`src/common/core_cfg_pkg.sv`:
```
`default_nettype none

package core_cfg_pkg;

    localparam int XLEN       = 32; // Data and address width
    localparam int NUM_REGS   = 32;
    localparam int REG_ADDR_W = 5;

    localparam logic [XLEN-1:0] RESET_PC = '0; // Fetch address after reset

endpackage

`default_nettype wire

```
`src/common/riscv_isa_pkg.sv`:
```
`default_nettype none

package riscv_isa_pkg;

    // Major opcodes of the supported RV32I subset
    typedef enum logic [6:0] {
        OPC_LOAD   = 7'b0000011,
        OPC_STORE  = 7'b0100011,
        OPC_OP     = 7'b0110011,
        OPC_OP_IMM = 7'b0010011,
        OPC_BRANCH = 7'b1100011,
        OPC_JAL    = 7'b1101111,
        OPC_JALR   = 7'b1100111,
        OPC_LUI    = 7'b0110111,
        OPC_AUIPC  = 7'b0010111
    } opcode_e;

    typedef enum logic [2:0] {
        IMM_I = 3'b000,
        IMM_S = 3'b001,
        IMM_B = 3'b010,
        IMM_J = 3'b011,
        IMM_U = 3'b100
    } imm_src_e;

    typedef enum logic [1:0] {
        ALU_CLASS_ADD    = 2'b00, // Address computation
        ALU_CLASS_SUB    = 2'b01, // Branch compare
        ALU_CLASS_FUNCT  = 2'b10, // Decided by funct3
        ALU_CLASS_PASS_B = 2'b11  // LUI
    } alu_class_e;

    typedef enum logic [2:0] {
        ALU_ADD    = 3'b000,
        ALU_SUB    = 3'b001,
        ALU_AND    = 3'b010,
        ALU_OR     = 3'b011,
        ALU_SLT    = 3'b100,
        ALU_PASS_B = 3'b101
    } alu_op_e;

    typedef enum logic [1:0] {
        RES_ALU         = 2'b00,
        RES_MEM         = 2'b01,
        RES_PC_PLUS4    = 2'b10, // Link value of JAL and JALR
        RES_PC_PLUS_IMM = 2'b11  // AUIPC
    } result_src_e;

    localparam logic [2:0] FUNCT3_BEQ = 3'b000;
    localparam logic [2:0] FUNCT3_BNE = 3'b001;

    // Arithmetic funct3 values, shared by OP and OP_IMM
    localparam logic [2:0] FUNCT3_ADD = 3'b000;
    localparam logic [2:0] FUNCT3_SLT = 3'b010;
    localparam logic [2:0] FUNCT3_OR  = 3'b110;
    localparam logic [2:0] FUNCT3_AND = 3'b111;

endpackage

`default_nettype wire

```
`src/common/ctrl_if.sv`:
```
`timescale 1ns/1ps
`default_nettype none

interface ctrl_if import riscv_isa_pkg::*; ();

    logic        reg_write;
    logic        mem_write;
    logic        alu_src;     // 1 selects the immediate as ALU operand b
    imm_src_e    imm_src;
    result_src_e result_src;
    alu_op_e     alu_op;
    logic        pc_src;      // 1 takes PC plus immediate
    logic        jalr_pc_src; // 1 takes the ALU result with bit 0 cleared

    modport ctrl (
        output reg_write, mem_write, alu_src, imm_src, result_src,
        output alu_op, pc_src, jalr_pc_src
    );

    modport dp (
        input reg_write, mem_write, alu_src, imm_src, result_src,
        input alu_op, pc_src, jalr_pc_src
    );

endinterface

`default_nettype wire

```
`src/control_unit/alu_decoder.sv`:
```
`timescale 1ns/1ps
`default_nettype none

module alu_decoder import riscv_isa_pkg::*; (
    input  alu_class_e alu_class_i,
    input  logic [2:0] funct3_i,
    input  logic       funct7b5_i,
    input  logic       op_b5_i,     // Set for OP, clear for OP_IMM
    output alu_op_e    alu_op_o
);

    always_comb
    begin
        case (alu_class_i)
            ALU_CLASS_ADD:    alu_op_o = ALU_ADD;
            ALU_CLASS_SUB:    alu_op_o = ALU_SUB;
            ALU_CLASS_PASS_B: alu_op_o = ALU_PASS_B;
            default:
            begin
                case (funct3_i)
                    // ADDI has no funct7, so bit 30 there is immediate data
                    FUNCT3_ADD: alu_op_o = (op_b5_i && funct7b5_i) ? ALU_SUB : ALU_ADD;
                    FUNCT3_SLT: alu_op_o = ALU_SLT;
                    FUNCT3_OR:  alu_op_o = ALU_OR;
                    FUNCT3_AND: alu_op_o = ALU_AND;
                    default:    alu_op_o = ALU_ADD; // Unsupported funct3
                endcase
            end
        endcase
    end

endmodule

`default_nettype wire

```
`src/control_unit/control_unit.sv`:
```
`timescale 1ns/1ps
`default_nettype none

module control_unit import riscv_isa_pkg::*, core_cfg_pkg::*; (
    input  logic [XLEN-1:0] instr_i,
    input  logic            eq_i,
    ctrl_if.ctrl            ctrl
);

    opcode_e    op;
    alu_class_e alu_class; // Between the two decoders

    assign op = opcode_e'(instr_i[6:0]);

    main_decoder u_main_decoder (
        .eq_i          (eq_i),
        .op_i          (op),
        .funct3_i      (instr_i[14:12]),
        .reg_write_o   (ctrl.reg_write),
        .mem_write_o   (ctrl.mem_write),
        .alu_src_o     (ctrl.alu_src),
        .imm_src_o     (ctrl.imm_src),
        .result_src_o  (ctrl.result_src),
        .alu_class_o   (alu_class),
        .pc_src_o      (ctrl.pc_src),
        .jalr_pc_src_o (ctrl.jalr_pc_src)
    );

    alu_decoder u_alu_decoder (
        .alu_class_i (alu_class),
        .funct3_i    (instr_i[14:12]),
        .funct7b5_i  (instr_i[30]),
        .op_b5_i     (instr_i[5]),
        .alu_op_o    (ctrl.alu_op)
    );

endmodule

`default_nettype wire

```
`src/control_unit/main_decoder.sv`:
```
`timescale 1ns/1ps
`default_nettype none

module main_decoder import riscv_isa_pkg::*; (
    input  logic        eq_i,          // Register operands equal
    input  opcode_e     op_i,
    input  logic [2:0]  funct3_i,

    output logic        reg_write_o,
    output logic        mem_write_o,
    output logic        alu_src_o,     // 1 - immediate as ALU operand b
    output imm_src_e    imm_src_o,
    output result_src_e result_src_o,
    output alu_class_e  alu_class_o,
    output logic        pc_src_o,      // 1 - PC plus immediate
    output logic        jalr_pc_src_o  // 1 - ALU result as next PC
);

    logic branch; // Conditional branch
    logic jal;    // Unconditional PC-relative jump

    // Defaults describe a harmless no-op, each opcode overrides what it needs
    always_comb
    begin
        reg_write_o   = 1'b0;
        mem_write_o   = 1'b0;
        alu_src_o     = 1'b0;
        imm_src_o     = IMM_I;
        result_src_o  = RES_ALU;
        alu_class_o   = ALU_CLASS_ADD;
        jalr_pc_src_o = 1'b0;
        branch        = 1'b0;
        jal           = 1'b0;
        case (op_i)
            OPC_LOAD:
            begin
                reg_write_o  = 1'b1;
                alu_src_o    = 1'b1;
                result_src_o = RES_MEM;
            end
            OPC_STORE:
            begin
                mem_write_o = 1'b1;
                alu_src_o   = 1'b1;
                imm_src_o   = IMM_S;
            end
            OPC_OP:
            begin
                reg_write_o = 1'b1;
                alu_class_o = ALU_CLASS_FUNCT;
            end
            OPC_OP_IMM:
            begin
                reg_write_o = 1'b1;
                alu_src_o   = 1'b1;
                alu_class_o = ALU_CLASS_FUNCT;
            end
            OPC_BRANCH:
            begin
                imm_src_o   = IMM_B;
                alu_class_o = ALU_CLASS_SUB;
                branch      = 1'b1;
            end
            OPC_JAL:
            begin
                reg_write_o  = 1'b1;
                imm_src_o    = IMM_J;
                result_src_o = RES_PC_PLUS4; // Link
                jal          = 1'b1;
            end
            OPC_JALR:
            begin
                reg_write_o   = 1'b1;
                alu_src_o     = 1'b1;         // rs1 + imm gives the target
                result_src_o  = RES_PC_PLUS4;
                jalr_pc_src_o = 1'b1;
            end
            OPC_LUI:
            begin
                reg_write_o = 1'b1;
                alu_src_o   = 1'b1;
                imm_src_o   = IMM_U;
                alu_class_o = ALU_CLASS_PASS_B;
            end
            OPC_AUIPC:
            begin
                reg_write_o  = 1'b1;
                imm_src_o    = IMM_U;
                result_src_o = RES_PC_PLUS_IMM; // Adder outside the ALU
            end
            default: ; // Unknown opcode keeps the defaults
        endcase
    end

    always_comb
    begin
        if (jal)
            pc_src_o = 1'b1;
        else if (branch && funct3_i == FUNCT3_BEQ)
            pc_src_o = eq_i;
        else if (branch && funct3_i == FUNCT3_BNE)
            pc_src_o = !eq_i;
        else
            pc_src_o = 1'b0; // Sequential flow
    end

endmodule

`default_nettype wire

```
`src/hw/datapath.sv`:
```
`timescale 1ns/1ps
`default_nettype none

module datapath import riscv_isa_pkg::*, core_cfg_pkg::*; (
    input  logic            clk_i,
    input  logic            arst_n_i,
    input  logic [XLEN-1:0] instr_i,
    input  logic [XLEN-1:0] dmem_rdata_i,
    ctrl_if.dp              ctrl,
    output logic            eq_o,
    output logic [XLEN-1:0] imem_addr_o,
    output logic [XLEN-1:0] dmem_addr_o,
    output logic [XLEN-1:0] dmem_wdata_o,
    output logic            dmem_we_o
);

    logic [XLEN-1:0] pc_q;
    logic [XLEN-1:0] pc_next;
    logic [XLEN-1:0] pc_plus4;
    logic [XLEN-1:0] pc_plus_imm; // Branch, JAL and AUIPC target
    logic            run_q;       // Low until the first clock after reset
    logic [XLEN-1:0] imm;
    logic [XLEN-1:0] rs1_data;
    logic [XLEN-1:0] rs2_data;
    logic [XLEN-1:0] alu_b;
    logic [XLEN-1:0] alu_result;
    logic [XLEN-1:0] result;
    logic            rd_we;

    // Immediate extension by format
    always_comb
    begin
        case (ctrl.imm_src)
            IMM_I:   imm = {{(XLEN-12){instr_i[31]}}, instr_i[31:20]};
            IMM_S:   imm = {{(XLEN-12){instr_i[31]}}, instr_i[31:25], instr_i[11:7]};
            IMM_B:   imm = {{(XLEN-12){instr_i[31]}}, instr_i[7], instr_i[30:25],
                            instr_i[11:8], 1'b0};
            IMM_J:   imm = {{(XLEN-20){instr_i[31]}}, instr_i[19:12], instr_i[20],
                            instr_i[30:21], 1'b0};
            IMM_U:   imm = {instr_i[31:12], 12'b0};
            default: imm = '0;
        endcase
    end

    assign rd_we = ctrl.reg_write && run_q;

    reg_file u_reg_file (
        .clk_i      (clk_i),
        .arst_n_i   (arst_n_i),
        .rs1_addr_i (instr_i[19:15]),
        .rs2_addr_i (instr_i[24:20]),
        .rd_addr_i  (instr_i[11:7]),
        .rd_we_i    (rd_we),
        .rd_data_i  (result),
        .rs1_data_o (rs1_data),
        .rs2_data_o (rs2_data)
    );

    assign alu_b = ctrl.alu_src ? imm : rs2_data;

    always_comb
    begin
        case (ctrl.alu_op)
            ALU_ADD:    alu_result = rs1_data + alu_b;
            ALU_SUB:    alu_result = rs1_data - alu_b;
            ALU_AND:    alu_result = rs1_data & alu_b;
            ALU_OR:     alu_result = rs1_data | alu_b;
            ALU_SLT:    alu_result = {{(XLEN-1){1'b0}}, $signed(rs1_data) < $signed(alu_b)};
            ALU_PASS_B: alu_result = alu_b; // LUI
            default:    alu_result = '0;
        endcase
    end

    assign eq_o = (rs1_data == rs2_data); // Independent of the ALU operation

    assign pc_plus4    = pc_q + XLEN'(4);
    assign pc_plus_imm = pc_q + imm;

    // Write-back selection
    always_comb
    begin
        case (ctrl.result_src)
            RES_ALU:         result = alu_result;
            RES_MEM:         result = dmem_rdata_i;
            RES_PC_PLUS4:    result = pc_plus4;
            RES_PC_PLUS_IMM: result = pc_plus_imm;
            default:         result = alu_result;
        endcase
    end

    always_comb
    begin
        if (ctrl.jalr_pc_src)
            pc_next = {alu_result[XLEN-1:1], 1'b0};
        else if (ctrl.pc_src)
            pc_next = pc_plus_imm;
        else
            pc_next = pc_plus4;
    end

    // The PC holds at RESET_PC for the cycle in which run_q rises,
    // so the first instruction then executes with its writes enabled
    always_ff @(posedge clk_i or negedge arst_n_i)
    begin
        if (!arst_n_i)
        begin
            run_q <= 1'b0;
            pc_q  <= RESET_PC;
        end
        else
        begin
            run_q <= 1'b1;
            if (run_q)
                pc_q <= pc_next;
        end
    end

    assign imem_addr_o  = pc_q;
    assign dmem_addr_o  = alu_result;
    assign dmem_wdata_o = rs2_data;
    assign dmem_we_o    = ctrl.mem_write && run_q; // Low throughout reset

endmodule

`default_nettype wire

```
`src/hw/reg_file.sv`:
```
`timescale 1ns/1ps
`default_nettype none

module reg_file import core_cfg_pkg::*; (
    input  logic                  clk_i,
    input  logic                  arst_n_i,
    input  logic [REG_ADDR_W-1:0] rs1_addr_i,
    input  logic [REG_ADDR_W-1:0] rs2_addr_i,
    input  logic [REG_ADDR_W-1:0] rd_addr_i,
    input  logic                  rd_we_i,
    input  logic [XLEN-1:0]       rd_data_i,
    output logic [XLEN-1:0]       rs1_data_o,
    output logic [XLEN-1:0]       rs2_data_o
);

    logic [XLEN-1:0] regs_q [NUM_REGS-1:1]; // No storage for x0

    always_ff @(posedge clk_i or negedge arst_n_i)
    begin
        if (!arst_n_i)
        begin
            for (int i = 1; i < NUM_REGS; i++)
                regs_q[i] <= '0;
        end
        else if (rd_we_i && rd_addr_i != '0)
            regs_q[rd_addr_i] <= rd_data_i;
    end

    assign rs1_data_o = (rs1_addr_i == '0) ? '0 : regs_q[rs1_addr_i];
    assign rs2_data_o = (rs2_addr_i == '0) ? '0 : regs_q[rs2_addr_i];

endmodule

`default_nettype wire

```
`src/hw/riscv_core.sv`:
```
`timescale 1ns/1ps
`default_nettype none

module riscv_core import core_cfg_pkg::*; (
    input  logic            clk_i,
    input  logic            arst_n_i,
    input  logic [XLEN-1:0] instr_i,      // Fetched word at imem_addr_o
    input  logic [XLEN-1:0] dmem_rdata_i, // Same-cycle load data
    output logic [XLEN-1:0] imem_addr_o,
    output logic [XLEN-1:0] dmem_addr_o,
    output logic [XLEN-1:0] dmem_wdata_o,
    output logic            dmem_we_o
);

    logic eq; // Branch compare result

    ctrl_if u_ctrl_if ();

    control_unit u_control_unit (
        .instr_i (instr_i),
        .eq_i    (eq),
        .ctrl    (u_ctrl_if.ctrl)
    );

    datapath u_datapath (
        .clk_i        (clk_i),
        .arst_n_i     (arst_n_i),
        .instr_i      (instr_i),
        .dmem_rdata_i (dmem_rdata_i),
        .ctrl         (u_ctrl_if.dp),
        .eq_o         (eq),
        .imem_addr_o  (imem_addr_o),
        .dmem_addr_o  (dmem_addr_o),
        .dmem_wdata_o (dmem_wdata_o),
        .dmem_we_o    (dmem_we_o)
    );

endmodule

`default_nettype wire

```
`config.mk`:
```
export PLATFORM = sky130hd
export DESIGN_NAME = riscv_core
export DESIGN_NICKNAME = d
export VERILOG_FILES = /design/src/common/core_cfg_pkg.sv /design/src/common/riscv_isa_pkg.sv /design/src/common/ctrl_if.sv /design/src/control_unit/alu_decoder.sv /design/src/control_unit/control_unit.sv /design/src/control_unit/main_decoder.sv /design/src/hw/datapath.sv /design/src/hw/reg_file.sv /design/src/hw/riscv_core.sv
export SDC_FILE = /design/constraint.sdc
export NUM_CORES = 2
export LEC_CHECK = 0
export BUFFER_PORTS_ARGS = -buffer_cell sky130_fd_sc_hd__buf_4
export CAP_MARGIN = 20
export CORE_MARGIN = 1.5
export CORE_UTILIZATION = 60
export DETAILED_ROUTE_END_ITERATION = 6
export PLACE_DENSITY = 0.86
export SLEW_MARGIN = 15
export SYNTH_ARGS = -nofsm -noshare
export SYNTH_HDL_FRONTEND = slang
export SYNTH_SLANG_ARGS = --single-unit
```
`constraint.sdc`:
```
create_clock -name clk_i -period 24.5 [get_ports clk_i]
set_input_delay 4.9 -clock clk_i [delete_from_list [all_inputs] [get_ports clk_i]]
set_output_delay 4.9 -clock clk_i [all_outputs]
set_load 0.01 [all_outputs]
```
==> flow_summary_export.csv <==
group,metric,value,unit
finish,nNetsFinal,6065,
setup_path,cp_max_fo,83,
sta,hold_viol,0,
sta,period_needed,18.08,ns
placed_design,dp_slack,6.91,ns
finish,multi_input_area,33600,um^2
power_and_ir_drop,p_total,4.25,mW
sta,fin_crit_sh,73.8,%
setup_path,cp_common_cell,"buf_4",
setup_path,worstPathCellList,"buf_8 -> buf_4 -> buf_4 -> buf_4 -> mux2_2 -> a221oi_1 -> nor2_1 -> nor4_1 -> buf_4 -> nand2_1 -> a21boi_0 -> ha_1 -> or3_1 -> or4_1 -> a21o_1 -> a2111o_1 -> a21oi_1 -> a31oi_1 -> o21a_1 -> o21ai_0 -> nand2_1 -> buf_4",
finish,syn_to_final_growth,9.14,%
sta,fmax,55.3,MHz
grt,grtUsageTotal,43.5,%
floorplanning,start_util,60.7,%
grt,grt_max_degree,175,
route,via_per_inst,7.54,
synth,syn_area,62000,um^2
finish,layoutNonFillerInstCount,7324,
outcome,status,"complete, but fails checks",
setup_path,endpoint_kind,"primary output",
sta,setup_tns,0,ns
finish,fill_cells,7025,
sta,fin_worst_skew,0.0426,ns
power_and_ir_drop,power.density,62.8,nW/um^2
finish,ff_latch_area,25600,um^2
floorplanning,top_level_ports,163,
route,ant_nets,0,
synth,synthDominantCellAreaShare,41.4,%
setup_path,start_kind,"primary input",
route,post_drt_wl_per_cell,31.6,um
run,cap_violations,0,
grt,grt_pass1_wl,345000,um
placed_design,place.port_buffers,162,
synth,synth_area_leaders,"dfrtp_1 41%, mux4_2 16%, o21ai_0 7.1%",
synth,synth_commonest_cells,"1025 x dfrtp_1, 1024 x nand2_1, 882 x o21ai_0",
setup_path,max_stage_delay,0.75,ns
worst_hold_path,hold_class,"reg -> reg",
clocking,cts-htree-levels,3,
route,drtPass1Iterations,7,
floorplanning,die_area,105000,um^2
clocking,clock_sinks,1025,
placed_design,gp_congestion,0.998,
grt,grt_pass1_vias,55100,
power_and_ir_drop,leakagePower,30.0,nW
synth,synth_edf_count,0,
setup_path,reg2regPathDepth,18,
clocking,clk_latency,0.72,ns
grt,use_met1,53.2,%
setup_path,path_depth,22,
synth,synth_nets,6204,
route,drtIter0Drc,9079,
sta,final-max-slew-violation-count,0,
outcome,violations,"design-rule violations",
synth,synth_ff_type,"dfrtp_1",
floorplanning,die_y,324,um
grt,busiest_layer,"met2",
clocking,cts_made_buffers,102,
clocking,tritoncts,"done",
clocking,cts_setup_buffers,0,
setup_path,crit_required,19.60,ns
power_and_ir_drop,ir_worst_vdd,0.0516,mV
floorplanning,core_area,102000,um^2
synth,synth_area_per_cell,10.3,um^2
synth,syn_inst,6004,
clocking,clockBufferDepth,3,
route,wl,231000,um
setup_path,r2r-end,"u_datapath.u_reg_file.regs_q[24]$_DFFE_PN0P_",
synth,yosysMostFrequentCell,"dfrtp_1",
setup_path,critPathTopFamily,"buffers and inverters",
sta,relSlewSlack,17.4,%
clocking,cts_resized,0,
floorplanning,die_x,324,um
grt,antenna_found_initial,9,
sta,setup_violations,0,
placed_design,place_hpwl,143000,um
setup_path,regToRegSetupSlack,17.54,ns
sta,worstMarginPinSlew,1.23,ns
setup_path,crit_start,"instr_i[21]",
setup_path,cp_num_buf_inv,6,
sta,postLayoutSetupSlackWorst,6.42,ns
floorplanning,num_rows,117,
synth,ys_seq_area_share,41.4,%
synth,synth.distinct_cells,85,
synth,async_reset_ff_share,100,%
setup_path,critPathArrivalTime,13.18,ns
grt,gr-total-overflow,0,
setup_path,crit_type,"in -> out",
finish,drive_above_1_share,22.3,%
clocking,root_buffer,"clkbuf_16",
grt,grt_use_met2,61.8,%
clocking,holdBufCountCts,0,
setup_path,worstReg2RegStart,"u_datapath.u_reg_file.regs_q[834]$_DFFE_PN0P_",
route,drc,8,
synth,synth_top_cell_by_area,"dfrtp_1",
synth,synth-seq-cells,1025,
placed_design,place_area,63900,um^2
route,vias,55200,
setup_path,cp_slowest_cell,"buf_4",
setup_path,crit_path_end,"dmem_addr_o[31]",
clocking,cts.reportedPaths.clkPinSlew,0.06,ns
synth,yosysWarnings,0,
placed_design,dp.cells,7126,
sta,rsz0062_at_grt,"no",
finish,final_area,67600,um^2
grt,met3_usage,18.3,%
[metal layers]
metal	vias to the layer above	part of all wire [%]
met5	-	0.083
met4	16	9.1
met3	1587	17
met2	5286	42
met1	26700	33
li1	21600	-
[tightest hold or removal path, cell delays in order, from the launching register on]
cell and delay (ns):
dfrtp_1 0.36, nand2_1 0.05, o21ai_0 0.06
[cells by family after synthesis]
kind of cell / synth area share (%)
other: 0.00605
adders and majority gates: 2.74
xor gates and xnor gates: 1.58
AOI/OAI and AO/OA: 16.2
and+or+nand+nor: 10.3
muxes: 22.9
DFF: 41.4
buffers and inverters: 4.98
[layout by cell type (no fill, tap or decap), types with 13 or more instances in the layout]
cell type	synthesis	layout
nand2_2	0	32
nand3_1	49	49
o21a_1	14	14
o21bai_1	20	19
nor2b_1	38	36
a22o_1	53	52
nand4_1	13	13
nor4_1	16	14
and2_1	26	25
nand2_1	1024	992
a22oi_1	50	50
buf_4	40	301
clkinv_2	0	24
o21ai_1	9	13
o31ai_1	80	78
a221o_1	24	24
clkbuf_8	0	26
o21ai_0	882	869
nor2_1	167	164
nor3_1	76	73
mux4_2	428	428
a221oi_1	39	37
clkbuf_16	0	104
a31oi_1	17	13
inv_1	162	161
xor2_1	32	32
a21o_1	47	47
ha_1	131	131
dfrtp_1	1025	1025
a211oi_1	41	39
xnor2_1	80	80
nand2b_1	35	35
and3_1	21	21
o211ai_1	34	34
o22ai_1	67	67
a21oi_1	180	174
mux2_2	302	302
mux2i_1	110	110
[area by class of cell]
type | count | area share, %
multi-input combinational | 4260 | 49.7
sequential | 1025 | 37.9
clock buffer | 141 | 4.44
timing repair buffer | 313 | 3.63
tap | 1368 | 2.53
inverter | 163 | 0.905
clock inverter | 50 | 0.894
antenna | 4 | 0.0148
[registers in the layout, summed over array words and instances, names as in the netlist]
signal	flops
u_datapath.imem_addr_o	32
u_datapath.run_q	1
u_datapath.u_reg_file.regs_q	992
[metrics by stage]
| stage | utilization [%] | hold slack (ns) |
|---|---|---|
| floorplan | - | 0.458 |
| global placement | 62.6 | 0.473 |
| detailed placement | 62.7 | 0.484 |
| CTS | 66.2 | 0.498 |
| global route | 66.3 | 0.518 |
| finish | 66.3 | 0.500 |
[power breakdown]
part | switching, mW | internal [mW]
combinational | 0.492 | 0.260
sequential | 0.0573 | 1.74
clock | 0.731 | 0.967
[worst min path at each step]
stage	startpoint	endpoint	slack, ns	depth (start not counted)
floorplan	u_datapath.u_reg_file.regs_q[656]$_DFFE_PN0P_	u_datapath.u_reg_file.regs_q[656]$_DFFE_PN0P_	0.46	2
CTS	u_datapath.u_reg_file.regs_q[219]$_DFFE_PN0P_	u_datapath.u_reg_file.regs_q[219]$_DFFE_PN0P_	0.50	2
finish	u_datapath.u_reg_file.regs_q[873]$_DFFE_PN0P_	u_datapath.u_reg_file.regs_q[873]$_DFFE_PN0P_	0.50	2
global route	u_datapath.u_reg_file.regs_q[347]$_DFFE_PN0P_	u_datapath.u_reg_file.regs_q[347]$_DFFE_PN0P_	0.52	2
detailed placement	u_datapath.u_reg_file.regs_q[219]$_DFFE_PN0P_	u_datapath.u_reg_file.regs_q[219]$_DFFE_PN0P_	0.48	2
global placement	u_datapath.u_reg_file.regs_q[851]$_DFFE_PN0P_	u_datapath.u_reg_file.regs_q[851]$_DFFE_PN0P_	0.47	2
No activity file was read; power rests on OpenSTA's default activity.
